<file path="config.mk">
export PLATFORM = sky130hd
export DESIGN_NAME = mp_engine
export DESIGN_NICKNAME = d
export VERILOG_FILES = /design/src/source/mp_pkg.sv /design/src/source/mp_engine.sv /design/src/source/mp_alg_fsm.sv /design/src/source/mp_main_loop.sv /design/src/source/mp_max_identifier.sv /design/src/source/mp_dict_processor.sv /design/src/source/mp_sync_ram.sv
export VERILOG_INCLUDE_DIRS = /design/src /design/src/source
export SDC_FILE = /design/constraint.sdc
export NUM_CORES = 2
export LEC_CHECK = 0
export BUFFER_PORTS_ARGS = -buffer_cell sky130_fd_sc_hd__clkbuf_2
export CORE_MARGIN = 2
export CORE_UTILIZATION = 52
export DETAILED_ROUTE_END_ITERATION = 8
export PLACE_DENSITY = 0.67
export SYNTH_ARGS = -nofsm -noshare
export SYNTH_HDL_FRONTEND = slang
export SYNTH_SLANG_ARGS = --single-unit
</file>
<file path="constraint.sdc">
create_clock -name clock -period 9.4 [get_ports clock]
set_clock_uncertainty 0.1 [all_clocks]
set_input_delay 0.47 -clock clock [delete_from_list [all_inputs] [get_ports clock]]
set_output_delay 0.47 -clock clock [all_outputs]
set_load 0.05 [all_outputs]
</file>
<file path="src/source/mp_macros.svh">
`ifndef MP_MACROS_SVH
`define MP_MACROS_SVH

// geometry of one problem
`define MP_SIGNAL_SIZE 8
`define MP_DICT_SIZE 16
`define MP_SPARSITY 3

// fixed point formats
`define MP_FRAC_BITS 12
`define MP_SAMPLE_WIDTH 16
`define MP_COEF_WIDTH 32
`define MP_ACC_WIDTH 36

// address widths, dictionary is atom-major
`define MP_SIGNAL_ADDR_WIDTH 3
`define MP_ATOM_ADDR_WIDTH 4
`define MP_DICT_ADDR_WIDTH 7

`endif
</file>
<file path="src/source/mp_pkg.sv">
`include "mp_macros.svh"

package mp_pkg;

    // y, residual, atoms and inner products
    typedef logic signed [`MP_SAMPLE_WIDTH-1:0] sample_t;

    // solution coefficients
    typedef logic signed [`MP_COEF_WIDTH-1:0] coef_t;

    // wide enough for a full sum of M products
    typedef logic signed [`MP_ACC_WIDTH-1:0] acc_t;

    typedef logic [`MP_SIGNAL_ADDR_WIDTH-1:0] signal_addr_t;
    typedef logic [`MP_ATOM_ADDR_WIDTH-1:0] atom_addr_t;
    typedef logic [`MP_DICT_ADDR_WIDTH-1:0] dict_addr_t;

    // commands understood by the dictionary processor
    typedef enum logic {
        CMD_INNER_PRODUCTS,
        CMD_SUBTRACT_ATOM
    } dict_cmd_t;

endpackage

</file>
<file path="src/source/mp_engine.sv">
`timescale 1ns/1ns
`include "mp_macros.svh"

module mp_engine (
    input  logic               clock,
    input  logic               reset_n,
    input  logic               load_write,
    input  logic               load_target,
    input  mp_pkg::dict_addr_t load_addr,
    input  mp_pkg::sample_t    load_data,
    input  logic               start,
    output logic               done,
    input  mp_pkg::atom_addr_t x_read_addr,
    output mp_pkg::coef_t      x_read_data
);

    logic                 y_write_enable;
    logic                 dict_write_enable;
    mp_pkg::signal_addr_t y_read_addr;
    mp_pkg::sample_t      y_read_data;
    mp_pkg::dict_addr_t   dict_addr;
    mp_pkg::sample_t      dict_data;

    logic                 clearing;
    mp_pkg::atom_addr_t   init_write_addr;
    mp_pkg::sample_t      init_write_data;
    logic                 loop_start;
    logic                 loop_done;

    logic                 proc_start;
    mp_pkg::dict_cmd_t    proc_cmd;
    mp_pkg::atom_addr_t   scale_atom;
    mp_pkg::sample_t      scale_value;
    logic                 proc_done;
    logic                 sweep_begin;
    logic                 product_valid;
    mp_pkg::atom_addr_t   product_atom;
    mp_pkg::sample_t      product_value;
    mp_pkg::atom_addr_t   max_atom;
    mp_pkg::sample_t      max_value;

    mp_pkg::signal_addr_t residual_read_addr;
    mp_pkg::sample_t      residual_read_data;
    logic                 proc_residual_write_enable;
    mp_pkg::signal_addr_t proc_residual_write_addr;
    mp_pkg::sample_t      proc_residual_write_data;
    logic                 residual_write_enable;
    mp_pkg::signal_addr_t residual_write_addr;
    mp_pkg::sample_t      residual_write_data;

    mp_pkg::atom_addr_t   loop_x_read_addr;
    mp_pkg::coef_t        loop_x_read_data;
    logic                 loop_x_write_enable;
    mp_pkg::atom_addr_t   loop_x_write_addr;
    mp_pkg::coef_t        loop_x_write_data;
    logic                 x_write_enable;
    mp_pkg::atom_addr_t   x_write_addr;
    mp_pkg::coef_t        x_write_data;

    // load decode, target 0 is y and 1 is the dictionary
    assign y_write_enable    = load_write && !load_target;
    assign dict_write_enable = load_write && load_target;

    // the fsm owns the residual and x write ports while clearing
    always_comb begin
        if (clearing) begin
            residual_write_enable = init_write_addr < mp_pkg::atom_addr_t'(`MP_SIGNAL_SIZE);
            residual_write_addr   = mp_pkg::signal_addr_t'(init_write_addr);
            residual_write_data   = init_write_data;
            x_write_enable        = 1'b1;
            x_write_addr          = init_write_addr;
            x_write_data          = '0;
        end else begin
            residual_write_enable = proc_residual_write_enable;
            residual_write_addr   = proc_residual_write_addr;
            residual_write_data   = proc_residual_write_data;
            x_write_enable        = loop_x_write_enable;
            x_write_addr          = loop_x_write_addr;
            x_write_data          = loop_x_write_data;
        end
    end

    mp_sync_ram #(.word_t(mp_pkg::sample_t), .DEPTH(`MP_SIGNAL_SIZE)) y_ram (
        .clock(clock), .write_enable(y_write_enable),
        .write_addr(mp_pkg::signal_addr_t'(load_addr)), .write_data(load_data),
        .read_addr_a(y_read_addr), .read_addr_b('0),
        .read_data_a(y_read_data), .read_data_b()
    );

    mp_sync_ram #(
        .word_t(mp_pkg::sample_t), .DEPTH(`MP_SIGNAL_SIZE * `MP_DICT_SIZE)
    ) dict_ram (
        .clock(clock), .write_enable(dict_write_enable),
        .write_addr(load_addr), .write_data(load_data),
        .read_addr_a(dict_addr), .read_addr_b('0),
        .read_data_a(dict_data), .read_data_b()
    );

    mp_sync_ram #(.word_t(mp_pkg::sample_t), .DEPTH(`MP_SIGNAL_SIZE)) residual_ram (
        .clock(clock), .write_enable(residual_write_enable),
        .write_addr(residual_write_addr), .write_data(residual_write_data),
        .read_addr_a(residual_read_addr), .read_addr_b('0),
        .read_data_a(residual_read_data), .read_data_b()
    );

    // port b serves host readback
    mp_sync_ram #(.word_t(mp_pkg::coef_t), .DEPTH(`MP_DICT_SIZE)) x_ram (
        .clock(clock), .write_enable(x_write_enable),
        .write_addr(x_write_addr), .write_data(x_write_data),
        .read_addr_a(loop_x_read_addr), .read_addr_b(x_read_addr),
        .read_data_a(loop_x_read_data), .read_data_b(x_read_data)
    );

    mp_alg_fsm alg_fsm_i (
        .clock(clock), .reset_n(reset_n), .start(start), .done(done),
        .loop_start(loop_start), .loop_done(loop_done),
        .y_read_addr(y_read_addr), .y_read_data(y_read_data),
        .clearing(clearing), .init_write_addr(init_write_addr),
        .init_write_data(init_write_data)
    );

    mp_main_loop main_loop_i (
        .clock(clock), .reset_n(reset_n),
        .loop_start(loop_start), .loop_done(loop_done),
        .proc_start(proc_start), .proc_cmd(proc_cmd),
        .scale_atom(scale_atom), .scale_value(scale_value), .proc_done(proc_done),
        .max_atom(max_atom), .max_value(max_value),
        .x_read_addr(loop_x_read_addr), .x_read_data(loop_x_read_data),
        .x_write_enable(loop_x_write_enable), .x_write_addr(loop_x_write_addr),
        .x_write_data(loop_x_write_data)
    );

    mp_dict_processor dict_processor_i (
        .clock(clock), .reset_n(reset_n),
        .proc_start(proc_start), .proc_cmd(proc_cmd),
        .scale_atom(scale_atom), .scale_value(scale_value),
        .dict_addr(dict_addr), .dict_data(dict_data),
        .residual_read_addr(residual_read_addr), .residual_read_data(residual_read_data),
        .residual_write_enable(proc_residual_write_enable),
        .residual_write_addr(proc_residual_write_addr),
        .residual_write_data(proc_residual_write_data),
        .sweep_begin(sweep_begin), .product_valid(product_valid),
        .product_atom(product_atom), .product_value(product_value),
        .proc_done(proc_done)
    );

    mp_max_identifier max_identifier_i (
        .clock(clock), .reset_n(reset_n), .sweep_begin(sweep_begin),
        .product_valid(product_valid), .product_atom(product_atom),
        .product_value(product_value), .max_atom(max_atom), .max_value(max_value)
    );

endmodule

</file>
<file path="src/source/mp_alg_fsm.sv">
`timescale 1ns/1ns
`include "mp_macros.svh"

module mp_alg_fsm (
    input  logic                 clock,
    input  logic                 reset_n,
    input  logic                 start,
    output logic                 done,
    output logic                 loop_start,
    input  logic                 loop_done,
    output mp_pkg::signal_addr_t y_read_addr,
    input  mp_pkg::sample_t      y_read_data,
    output logic                 clearing,
    output mp_pkg::atom_addr_t   init_write_addr,
    output mp_pkg::sample_t      init_write_data
);

    typedef enum logic [1:0] {
        IDLE,
        CLEAR,
        LAUNCH,
        WAIT_LOOP
    } state_t;

    state_t                                 state;
    logic [`MP_ATOM_ADDR_WIDTH:0]           index;
    logic [$clog2(`MP_SPARSITY+1)-1:0]      iteration;

    // y is read one cycle ahead of the write it feeds
    assign y_read_addr     = mp_pkg::signal_addr_t'(index);
    assign init_write_data = y_read_data;

    always_ff @(posedge clock) begin
        if (!reset_n) begin
            state      <= IDLE;
            index      <= '0;
            iteration  <= '0;
            clearing   <= 1'b0;
            loop_start <= 1'b0;
            done       <= 1'b0;
        end else begin
            loop_start <= 1'b0;
            done       <= 1'b0;
            case (state)
                IDLE: begin
                    if (start) begin
                        index     <= '0;
                        iteration <= '0;
                        state     <= CLEAR;
                    end
                end
                // N+1 cycles, the first one only prefetches y[0]
                CLEAR: begin
                    if (index == `MP_DICT_SIZE) begin
                        clearing <= 1'b0;
                        state    <= LAUNCH;
                    end else begin
                        clearing <= 1'b1;
                        index    <= index + 1'b1;
                    end
                end
                LAUNCH: begin
                    loop_start <= 1'b1;
                    state      <= WAIT_LOOP;
                end
                WAIT_LOOP: begin
                    if (loop_done) begin
                        if (iteration == `MP_SPARSITY - 1) begin
                            done  <= 1'b1;
                            state <= IDLE;
                        end else begin
                            iteration <= iteration + 1'b1;
                            state     <= LAUNCH;
                        end
                    end
                end
                default: state <= IDLE;
            endcase
        end
    end

    always_ff @(posedge clock) begin
        init_write_addr <= mp_pkg::atom_addr_t'(index);
    end

endmodule

</file>
<file path="src/source/mp_main_loop.sv">
`timescale 1ns/1ns

module mp_main_loop (
    input  logic               clock,
    input  logic               reset_n,
    input  logic               loop_start,
    output logic               loop_done,
    output logic               proc_start,
    output mp_pkg::dict_cmd_t  proc_cmd,
    output mp_pkg::atom_addr_t scale_atom,
    output mp_pkg::sample_t    scale_value,
    input  logic               proc_done,
    input  mp_pkg::atom_addr_t max_atom,
    input  mp_pkg::sample_t    max_value,
    output mp_pkg::atom_addr_t x_read_addr,
    input  mp_pkg::coef_t      x_read_data,
    output logic               x_write_enable,
    output mp_pkg::atom_addr_t x_write_addr,
    output mp_pkg::coef_t      x_write_data
);

    typedef enum logic [2:0] {
        IDLE,
        SWEEP,
        X_READ,
        X_UPDATE,
        X_WRITE,
        SUBTRACT
    } state_t;

    state_t             state;
    mp_pkg::atom_addr_t win_atom;
    mp_pkg::sample_t    win_value;

    // the winner stays put for the x update and the subtraction
    assign x_read_addr = win_atom;
    assign scale_atom  = win_atom;
    assign scale_value = win_value;

    always_ff @(posedge clock) begin
        if (!reset_n) begin
            state          <= IDLE;
            loop_done      <= 1'b0;
            proc_start     <= 1'b0;
            proc_cmd       <= mp_pkg::CMD_INNER_PRODUCTS;
            x_write_enable <= 1'b0;
        end else begin
            loop_done      <= 1'b0;
            proc_start     <= 1'b0;
            x_write_enable <= 1'b0;
            case (state)
                IDLE: begin
                    if (loop_start) begin
                        proc_start <= 1'b1;
                        proc_cmd   <= mp_pkg::CMD_INNER_PRODUCTS;
                        state      <= SWEEP;
                    end
                end
                SWEEP: begin
                    if (proc_done) begin
                        state <= X_READ;
                    end
                end
                // read-modify-write of x over three cycles
                X_READ: state <= X_UPDATE;
                X_UPDATE: begin
                    x_write_enable <= 1'b1;
                    state          <= X_WRITE;
                end
                X_WRITE: begin
                    proc_start <= 1'b1;
                    proc_cmd   <= mp_pkg::CMD_SUBTRACT_ATOM;
                    state      <= SUBTRACT;
                end
                SUBTRACT: begin
                    if (proc_done) begin
                        loop_done <= 1'b1;
                        state     <= IDLE;
                    end
                end
                default: state <= IDLE;
            endcase
        end
    end

    always_ff @(posedge clock) begin
        if (state == SWEEP && proc_done) begin
            win_atom  <= max_atom;
            win_value <= max_value;
        end
        if (state == X_UPDATE) begin
            x_write_addr <= win_atom;
            x_write_data <= x_read_data + mp_pkg::coef_t'(win_value);
        end
    end

endmodule

</file>
<file path="src/source/mp_max_identifier.sv">
`timescale 1ns/1ns
`include "mp_macros.svh"

module mp_max_identifier (
    input  logic               clock,
    input  logic               reset_n,
    input  logic               sweep_begin,
    input  logic               product_valid,
    input  mp_pkg::atom_addr_t product_atom,
    input  mp_pkg::sample_t    product_value,
    output mp_pkg::atom_addr_t max_atom,
    output mp_pkg::sample_t    max_value
);

    logic                              have_winner;
    logic signed [`MP_SAMPLE_WIDTH:0]  wide_value;
    logic        [`MP_SAMPLE_WIDTH:0]  new_mag;
    logic        [`MP_SAMPLE_WIDTH:0]  best_mag;
    logic                              take;

    // one extra bit so the most negative sample has a magnitude
    always_comb begin
        wide_value = {product_value[`MP_SAMPLE_WIDTH-1], product_value};
        new_mag    = wide_value[`MP_SAMPLE_WIDTH] ? -wide_value : wide_value;
        // strictly greater, so ties stay with the lower atom
        take       = product_valid && (!have_winner || new_mag > best_mag);
    end

    always_ff @(posedge clock) begin
        if (!reset_n || sweep_begin) begin
            have_winner <= 1'b0;
        end else if (take) begin
            have_winner <= 1'b1;
        end
    end

    always_ff @(posedge clock) begin
        if (take) begin
            best_mag  <= new_mag;
            max_atom  <= product_atom;
            max_value <= product_value;
        end
    end

endmodule

</file>
<file path="src/source/mp_dict_processor.sv">
`timescale 1ns/1ns
`include "mp_macros.svh"

module mp_dict_processor (
    input  logic                 clock,
    input  logic                 reset_n,
    input  logic                 proc_start,
    input  mp_pkg::dict_cmd_t    proc_cmd,
    input  mp_pkg::atom_addr_t   scale_atom,
    input  mp_pkg::sample_t      scale_value,
    output mp_pkg::dict_addr_t   dict_addr,
    input  mp_pkg::sample_t      dict_data,
    output mp_pkg::signal_addr_t residual_read_addr,
    input  mp_pkg::sample_t      residual_read_data,
    output logic                 residual_write_enable,
    output mp_pkg::signal_addr_t residual_write_addr,
    output mp_pkg::sample_t      residual_write_data,
    output logic                 sweep_begin,
    output logic                 product_valid,
    output mp_pkg::atom_addr_t   product_atom,
    output mp_pkg::sample_t      product_value,
    output logic                 proc_done
);

    localparam mp_pkg::signal_addr_t LAST_SAMPLE =
        mp_pkg::signal_addr_t'(`MP_SIGNAL_SIZE - 1);
    localparam mp_pkg::atom_addr_t LAST_ATOM = mp_pkg::atom_addr_t'(`MP_DICT_SIZE - 1);

    mp_pkg::dict_cmd_t    cmd;
    logic                 issue_active;
    mp_pkg::atom_addr_t   issue_atom;
    mp_pkg::signal_addr_t issue_sample;
    logic                 rd_valid;
    mp_pkg::atom_addr_t   rd_atom;
    mp_pkg::signal_addr_t rd_sample;
    mp_pkg::acc_t         acc;
    mp_pkg::acc_t         mac_base;
    mp_pkg::acc_t         mac_sum;
    mp_pkg::acc_t         scaled;
    logic                 sweep_end;
    logic                 subtract_end;

    // issue stage addresses both memories in the same cycle
    assign residual_read_addr = issue_sample;
    assign dict_addr = mp_pkg::dict_addr_t'(issue_atom) * mp_pkg::dict_addr_t'(`MP_SIGNAL_SIZE)
                     + mp_pkg::dict_addr_t'(issue_sample);

    // data stage, one cycle behind the issue stage
    always_comb begin
        mac_base = (rd_sample == '0) ? mp_pkg::acc_t'(0) : acc;
        mac_sum  = mac_base + mp_pkg::acc_t'(residual_read_data) * mp_pkg::acc_t'(dict_data);
        scaled   = mp_pkg::acc_t'(scale_value) * mp_pkg::acc_t'(dict_data);
    end

    // the max identifier has taken the last product by the cycle after it
    assign sweep_end = product_valid && product_atom == LAST_ATOM
                    && cmd == mp_pkg::CMD_INNER_PRODUCTS;
    assign subtract_end = rd_valid && rd_sample == LAST_SAMPLE
                       && cmd == mp_pkg::CMD_SUBTRACT_ATOM;

    always_ff @(posedge clock) begin
        if (!reset_n) begin
            cmd                   <= mp_pkg::CMD_INNER_PRODUCTS;
            issue_active          <= 1'b0;
            issue_atom            <= '0;
            issue_sample          <= '0;
            rd_valid              <= 1'b0;
            sweep_begin           <= 1'b0;
            product_valid         <= 1'b0;
            residual_write_enable <= 1'b0;
            proc_done             <= 1'b0;
        end else begin
            sweep_begin <= proc_start && !issue_active
                        && proc_cmd == mp_pkg::CMD_INNER_PRODUCTS;
            rd_valid <= issue_active;
            product_valid <= rd_valid && rd_sample == LAST_SAMPLE
                          && cmd == mp_pkg::CMD_INNER_PRODUCTS;
            residual_write_enable <= rd_valid && cmd == mp_pkg::CMD_SUBTRACT_ATOM;
            proc_done <= sweep_end || subtract_end;

            if (proc_start && !issue_active) begin
                cmd          <= proc_cmd;
                issue_active <= 1'b1;
                issue_sample <= '0;
                // a subtraction touches only the winning atom
                issue_atom   <= (proc_cmd == mp_pkg::CMD_SUBTRACT_ATOM) ? scale_atom : '0;
            end else if (issue_active) begin
                if (issue_sample == LAST_SAMPLE) begin
                    issue_sample <= '0;
                    if (cmd == mp_pkg::CMD_SUBTRACT_ATOM || issue_atom == LAST_ATOM) begin
                        issue_active <= 1'b0;
                    end else begin
                        issue_atom <= issue_atom + 1'b1;
                    end
                end else begin
                    issue_sample <= issue_sample + 1'b1;
                end
            end
        end
    end

    always_ff @(posedge clock) begin
        rd_atom   <= issue_atom;
        rd_sample <= issue_sample;
        if (rd_valid) begin
            acc                 <= mac_sum;
            product_atom        <= rd_atom;
            product_value       <= mp_pkg::sample_t'(mac_sum >>> `MP_FRAC_BITS);
            residual_write_addr <= rd_sample;
            residual_write_data <= residual_read_data
                                 - mp_pkg::sample_t'(scaled >>> `MP_FRAC_BITS);
        end
    end

endmodule

</file>
<file path="src/source/mp_sync_ram.sv">
`timescale 1ns/1ns

module mp_sync_ram #(
    parameter type word_t = logic [15:0],
    parameter int DEPTH = 16
) (
    input  logic                     clock,
    input  logic                     write_enable,
    input  logic [$clog2(DEPTH)-1:0] write_addr,
    input  word_t                    write_data,
    input  logic [$clog2(DEPTH)-1:0] read_addr_a,
    input  logic [$clog2(DEPTH)-1:0] read_addr_b,
    output word_t                    read_data_a,
    output word_t                    read_data_b
);

    word_t mem [DEPTH];

    // registered reads, a read that collides with a write sees the old word
    always_ff @(posedge clock) begin
        if (write_enable) begin
            mem[write_addr] <= write_data;
        end
        read_data_a <= mem[read_addr_a];
        read_data_b <= mem[read_addr_b];
    end

endmodule

</file>
# Word level (Yosys, flattened, before mapping)

Memory sizes are Yosys's and may differ from the RTL's. A register that Yosys moved wholly into a read port is not among the register bits.
Index checks and enable logic that the tools add are counted.
Widths: inputs -> output; s select.

Latch bits: 0
Input bits: 32
RAM bits: 2816
Memories: 4
Output and inout bits: 33
Register bits after elaboration: 213
Memory bits (read-only): 0
Word-level logic and storage cells: 167

Memory list:

| name             | depth | width | read ports | clocked after memory_dff | write ports | line              | text |
|---|---|---|---|---|---|---|---|
| dict_ram.mem     | 128   | 16    | 1          | 1                        | 1           | mp_sync_ram.sv:17 | `word_t mem [DEPTH];` |
| x_ram.mem        | 16    | 32    | 2          | 2                        | 1           | mp_sync_ram.sv:17 |  |
| residual_ram.mem | 8     | 16    | 1          | 1                        | 1           | mp_sync_ram.sv:17 |  |
| y_ram.mem        | 8     | 16    | 1          | 1                        | 1           | mp_sync_ram.sv:17 |  |

Eq/ne operators: 23
$add $sub $neg: 9
Order comparisons: 2
Divide/modulo/power cells: 0
Shifts and indexed selects: 0
Reduce and logical (&&, ||, !) cells: 37
Multiply operators: 2
Bitwise gates (word level): 3
Mux-type cells: 51

Operators with widths:

| kind               | count |
|---|---|
| $add 36x36->36     | 1 |
| $mux 36            | 1 |
| $add 32x16->32     | 1 |
| $mul 16x16->32     | 1 |
| $mux 32            | 1 |
| $mul 16x16->28     | 1 |
| $mux 4             | 6 |
| $mux 1             | 21 |
| $pmux 3 s6         | 1 |
| $gt 17x17->1       | 1 |
| $mux 17            | 1 |
| $neg 16->17        | 1 |
| $mux 16            | 1 |
| $sub 16x16->16     | 1 |
| $mux 3             | 5 |
| $reduce_and 3->1   | 5 |
| $mux 2             | 7 |
| $eq 3x3->1 const B | 4 |
| $logic_and 1x1->1  | 12 |
| $mux 5             | 2 |
| $ne 2x1->1 const B | 5 |
| $pmux 5 s2         | 1 |
| $reduce_bool 2->1  | 5 |
| $eq 4x4->1 const B | 2 |
| 23 further kinds   | 40 |

# Logic depth before layout (Yosys ltp)

Word-level depth: 6
Mapped depth: 33
Depth with buffers taken out: 32

# Hierarchy

A second synthesis with hierarchy kept.

Cell total of the unflattened synthesis: 8575
Area total of the unflattened synthesis: 160906.8 sq um

By module, submodules not included:

| module                         | sequential area each (sq um) | cells an instance | area each (sq um) | times used |
|---|---|---|---|---|
| mp_sync_ram (dict_ram)         | 62139.6                      | 3941              | 94795.9           | 1 |
| mp_sync_ram (x_ram)            | 16656.0                      | 1141              | 24188.2           | 1 |
| mp_dict_processor              | 1951.9                       | 2259              | 21438.1           | 1 |
| mp_sync_ram (residual_ram ...) | 4484.3                       | 287               | 6685.2            | 2 |
| mp_main_loop                   | 1821.7                       | 342               | 3799.9            | 1 |
| mp_max_identifier              | 1101.1                       | 144               | 1873.0            | 1 |
| mp_alg_fsm                     | 320.3                        | 97                | 832.0             | 1 |
| mp_engine                      | 0.0                          | 77                | 609.3             | 1 |

# Worst setup path after synthesis

No wires, ideal clock.

Path kind: flip-flop to flip-flop
Start point: reg main_loop_i.win_value[15], in the netlist main_loop_i.scale_value[15]
End point: reg dict_processor_i.residual_write_data[15], data pin
Arrival: 7190 ps
Clock period less this slack: 7550 ps
Data required time: 9041 ps
Slack: 1850 ps
Cell stages (with the launch flop): 29
Buffers on the path: 1
Cells stage by stage: edfxtp_1 clkbuf_1 nand2_1 inv_1 fa_1 fa_1 inv_1 fa_1 inv_1 fa_1 fa_1 inv_1 fa_1 inv_1 ha_1 a21o_1 a221o_1 a32oi_1 a21oi_1 o21ai_0 nand2b_1 a21o_1 xnor2_1 ha_1 nand2_1 o31a_1 o21ai_0 xnor2_1 xnor2_1

Cells in the longest elaborated chain, start to end: 2

Ends and longest elaborated chain:

| what                   | line                     | text |
|---|---|---|
| start, declared        | mp_main_loop.sv:33       | `mp_pkg::sample_t win_value;` |
| start signal, assigned | mp_main_loop.sv:89       | `win_value <= max_value;` |
| $mul 16x16->28         | mp_dict_processor.sv:52  | `scaled = mp_pkg::acc_t'(scale_value) * mp_pkg::acc_t'(dict_data);` |
| $sub 16x16->16         | mp_dict_processor.sv:110 | `residual_write_data <= residual_read_data` |
| end signal, assigned   | mp_dict_processor.sv:110 |  |
| end, declared          | mp_dict_processor.sv:17  | `output mp_pkg::sample_t residual_write_data,` |

No other way between the ends.
A chain may end at the register's enable or synchronous reset.

# Worst setup path after layout

Start point: reg dict_ram.read_data_a[7] (netlist name), read port of dict_ram.mem
End point: reg dict_processor_i.acc[27], data pin

Cells in the longest elaborated chain, start to end: 2

Ends and longest elaborated chain:

| what                                   | line                     | text |
|---|---|---|
| start, declared                        | mp_sync_ram.sv:13        | `output word_t read_data_a,` |
| $mul 16x16->32                         | mp_dict_processor.sv:51  | `mac_sum = mac_base + mp_pkg::acc_t'(residual_read_data) * mp_pkg::acc_t'(dict_data);` |
| $add 36x36->36                         | mp_dict_processor.sv:51  |  |
| named net dict_processor_i.mac_sum[27] | mp_dict_processor.sv:38  | `mp_pkg::acc_t mac_sum;` |
| end signal, assigned                   | mp_dict_processor.sv:106 | `acc <= mac_sum;` |
| end, declared                          | mp_dict_processor.sv:36  | `mp_pkg::acc_t acc;` |

The timed path passes the listed nets, and every way through them passes these cells.

==> flow_summary_export.csv <==
group,metric,value,unit
detailed_routing,top_layer_used,"met5",
floorplan,dieHeight,525,um
global_route,grt_pass1_wl,498000,um
logic_synthesis,synthTopCellsByArea,"edfxtp_1, mux4_2, fa_1, dfxtp_1, ha_1",
placement,dp_hpwl,202000,um
finish,utilization,58.2,%
detailed_routing,drt_first_iter_violations,7585,
worst_setup_path,worstSetupEndpointType,"flop",
detailed_routing,drt_first_pass_iters,5,
power_and_ir_drop,powerDensity,237,nW/um^2
global_route,first_global_vias,73866,
floorplan,num_io_pins,65,
run,max_cap_viol_count,0,
logic_synthesis,synth_cell_types,75,
detailed_routing,drt-total-wl,334000,um
finish,layout.nets,8491,
clocking,htreeDepth,5,
logic_synthesis,syn-cell-area,141000,sq um
outcome,status,"finished clean",
worst_setup_path,cp_max_fo,20,
logic_synthesis,synthDominantCellAreaShare,62.9,%
floorplan,die-area,276000,sq um
worst_setup_path,r2r_start,"dict_ram.read_data_a[7]$_DFF_P_",
worst_setup_path,setup.worst_path.start_class,"flop",
worst_setup_path,cp_data_required_time,9.93,ns
hold_path,hold_path.class,"in -> reg",
placement,place_congestion,0.832,
timing,hold_viol_final,0,
clocking,cts_buffers,323,
logic_synthesis,ys_ff_latch,3116,
logic_synthesis,synth_edf_count,2959,
clocking,cts.repair.resized,0,
clocking,clk_pin_slew,0.06,ns
finish,drive_gt1_share,24.4,%
floorplan,rows,191,
global_route,grt_util_all_layers,24.4,%
global_route,grt_max_degree,156,
floorplan,start_util,52.2,%
timing,slew_violations,0,
clocking,clock_latency,0.93,ns
floorplan,fp.coreArea,271000,sq um
global_route,antenna_found_initial,17,
timing,setup_viol,0,
worst_setup_path,rr_endpoint,"dict_processor_i.acc[27]$_DFFE_PP_",
timing,tightestPinTransition,1.27,ns
timing,fin_crit_sh,91.0,%
detailed_routing,wl_met1,138000,um
timing,tns,0,ns
worst_setup_path,worst_r2r_path_depth,27,
power_and_ir_drop,power_leakage,52.4,nW
detailed_routing,via_per_inst,6.10,
worst_setup_path,critical_path_class,"reg -> reg",
clocking,clock_sinks,3116,
clocking,cts_tree,"yes",
power_and_ir_drop,vdd_drop_max,0.439,mV
timing,rsz0062_at_grt,"no",
logic_synthesis,yosysMostFrequentCell,"edfxtp_1",
logic_synthesis,syn_area_per_cell,18.9,sq um
clocking,clockBufferDepth,4,
timing,clock.fmax,0.117,GHz
timing,relSlewSlack,15.4,%
clocking,cts_hold_buf,10,
worst_setup_path,critPathCapture,"dict_processor_i.acc[27]$_DFFE_PP_",
logic_synthesis,syn_inst,7462,
detailed_routing,wl_met2,162000,um
timing,finalCriticalPeriod,8.55,ns
detailed_routing,drc_errors,0,
worst_setup_path,worst_ep_arrival_time,9.08,ns
detailed_routing,vias,70709,
logic_synthesis,synthTopCellsByCount,"edfxtp_1, mux4_2, inv_1",
finish,area_delta_synth_final,11.4,%
clocking,clockRootBuffer,"clkbuf_16",
logic_synthesis,synth_ff_type,"edfxtp_1",
logic_synthesis,yosysTopAreaCell,"edfxtp_1",
detailed_routing,antenna_left,0,
global_route,grt_overflow_total,0,
placement,io_buffers,64,
worst_setup_path,reg2reg_setup_slack,0.85,ns
logic_synthesis,async_flop_share,0,%
detailed_routing,route.met3.wl,24100,um
logic_synthesis,ys.warnings.count,0,
floorplan,die_w,525,um
logic_synthesis,seq_area_frac_synth,65.1,%
detailed_routing,wire_per_inst,28.8,um
clocking,postCtsSetupBuffers,0,
worst_setup_path,timing.critical_path.from,"dict_ram.read_data_a[7]$_DFF_P_",
-- worst max-delay path, cell delays in order, from the launching register on --
cell and delay [ns]:
dfxtp_1 1.00, nand2_1 0.19, fa_1 0.59, inv_1 0.06, fa_1 0.50, inv_1 0.05, fa_1 0.53, inv_1 0.05
fa_1 0.47, fa_1 0.50, inv_1 0.05, fa_1 0.48, inv_1 0.04, ha_1 0.37, nand3_1 0.12, or4_1 0.50
o21ai_0 0.34, a41oi_1 0.27, a21boi_0 0.21, ha_1 0.36, nand2_1 0.13, a2bb2oi_1 0.17, a21oi_1 0.08, o21a_1 0.16
a311o_1 0.36, o31ai_2 0.25, o21ai_0 0.17, xnor2_1 0.15
-- cell families after synthesis --
logic type | count (synthesis) | share of synthesized area, %
flops | 3116 | 65.1
mux | 1124 | 17.4
simple gates | 1064 | 3.66
buf+inv | 966 | 2.63
fa+ha+maj | 708 | 8.72
compound gates | 326 | 1.52
xor+xnor | 157 | 0.973
other cells | 1 | 0.00265
-- metrics by stage --
step	hold WS, ns	std cells	power [mW]	instance area [sq um]	setup WS, ns
after floorplan	0.229	7463	22.9	141000	1.85
after global placement	0.254	10986	24.9	147000	1.00
after detailed placement	0.261	10986	25.1	147000	0.861
after CTS	0.0292	11592	37.6	157000	0.866
after global routing	0.0865	11595	39.1	157000	0.397
final	0.0679	11600	37.3	157000	0.850
-- routing by layer --
metal,vias up,global-route usage (%)
met5,-,0
met4,8,7.20
met3,482,3.37
met2,2723,39.1
met1,37982,35.5
li1,29514,-
-- worst min path at each step --
stage | endpoint | start | depth (start not counted) | slack [ns]
finish | dict_ram.mem[114][12]$_DFFE_PP_ | load_data[12] | 1 | 0.07
global route | dict_ram.mem[56][12]$_DFFE_PP_ | load_data[12] | 1 | 0.09
CTS | dict_ram.mem[56][12]$_DFFE_PP_ | load_data[12] | 1 | 0.03
detailed placement | alg_fsm_i.init_write_addr[0]$_DFF_P_ | alg_fsm_i.index[0]$_SDFFE_PN0P_ | 0 | 0.26
global placement | alg_fsm_i.init_write_addr[0]$_DFF_P_ | alg_fsm_i.index[0]$_SDFFE_PN0P_ | 0 | 0.25
floorplan | dict_processor_i.rd_atom[2]$_DFF_P_ | dict_processor_i.issue_atom[2]$_SDFFE_PN0P_ | 0 | 0.23
-- cells in the final DEF, fill, tap and decap left out, types with 37 or more instances in the layout --
master and n:
a21oi_1 98, and2_1 238, buf_4 254, clkbuf_1 65, clkbuf_16 328, clkbuf_2 45
clkinv_1 81, clkinv_2 46, dfxtp_1 148, edfxtp_1 2959, fa_1 460, ha_1 248
inv_1 606, mux2_2 65, mux4_2 1056, nand2_1 322, nor2_1 228, nor2b_1 80
o21ai_0 52, xnor2_1 120, xor2_1 37
-- state kept, by name (all words and copies together) (netlist names), 5 cells and up --
name / cells
dict_ram.mem: 2048
main_loop_i.x_write_data: 32
dict_processor_i.acc: 13
max_identifier_i.best_mag: 17
x_ram.mem: 512
x_ram.read_data_b: 32
dict_ram.read_data_a: 16
residual_ram.mem: 128
main_loop_i.scale_value: 16
dict_processor_i.residual_write_data: 16
residual_ram.read_data_a: 16
alg_fsm_i.index: 5
y_ram.read_data_a: 16
y_ram.mem: 128
max_identifier_i.max_value: 15
x_ram.read_data_a: 32
dict_processor_i.product_value: 15
-- power breakdown --
part	internal [mW]	total (mW)	switching, mW
Clock	7.16	12.5	5.38
Combinational	3.89	9.02	5.12
Sequential	15.7	15.8	0.0981
-- layout make-up --
| cell class | instances | area (sq um) |
|---|---|---|
| repair buffers | 322 | 2460 |
| clock inverters | 191 | 1790 |
| clock buffers | 405 | 8620 |
| flip-flops and latches | 3116 | 92000 |
| fillers | 19845 | 113000 |
| multi-input cells | 3381 | 45800 |
| inverters | 607 | 2280 |
| diodes | 8 | 20.0 |
| well taps | 3570 | 4470 |
No activity file was read; power rests on OpenSTA's default activity.
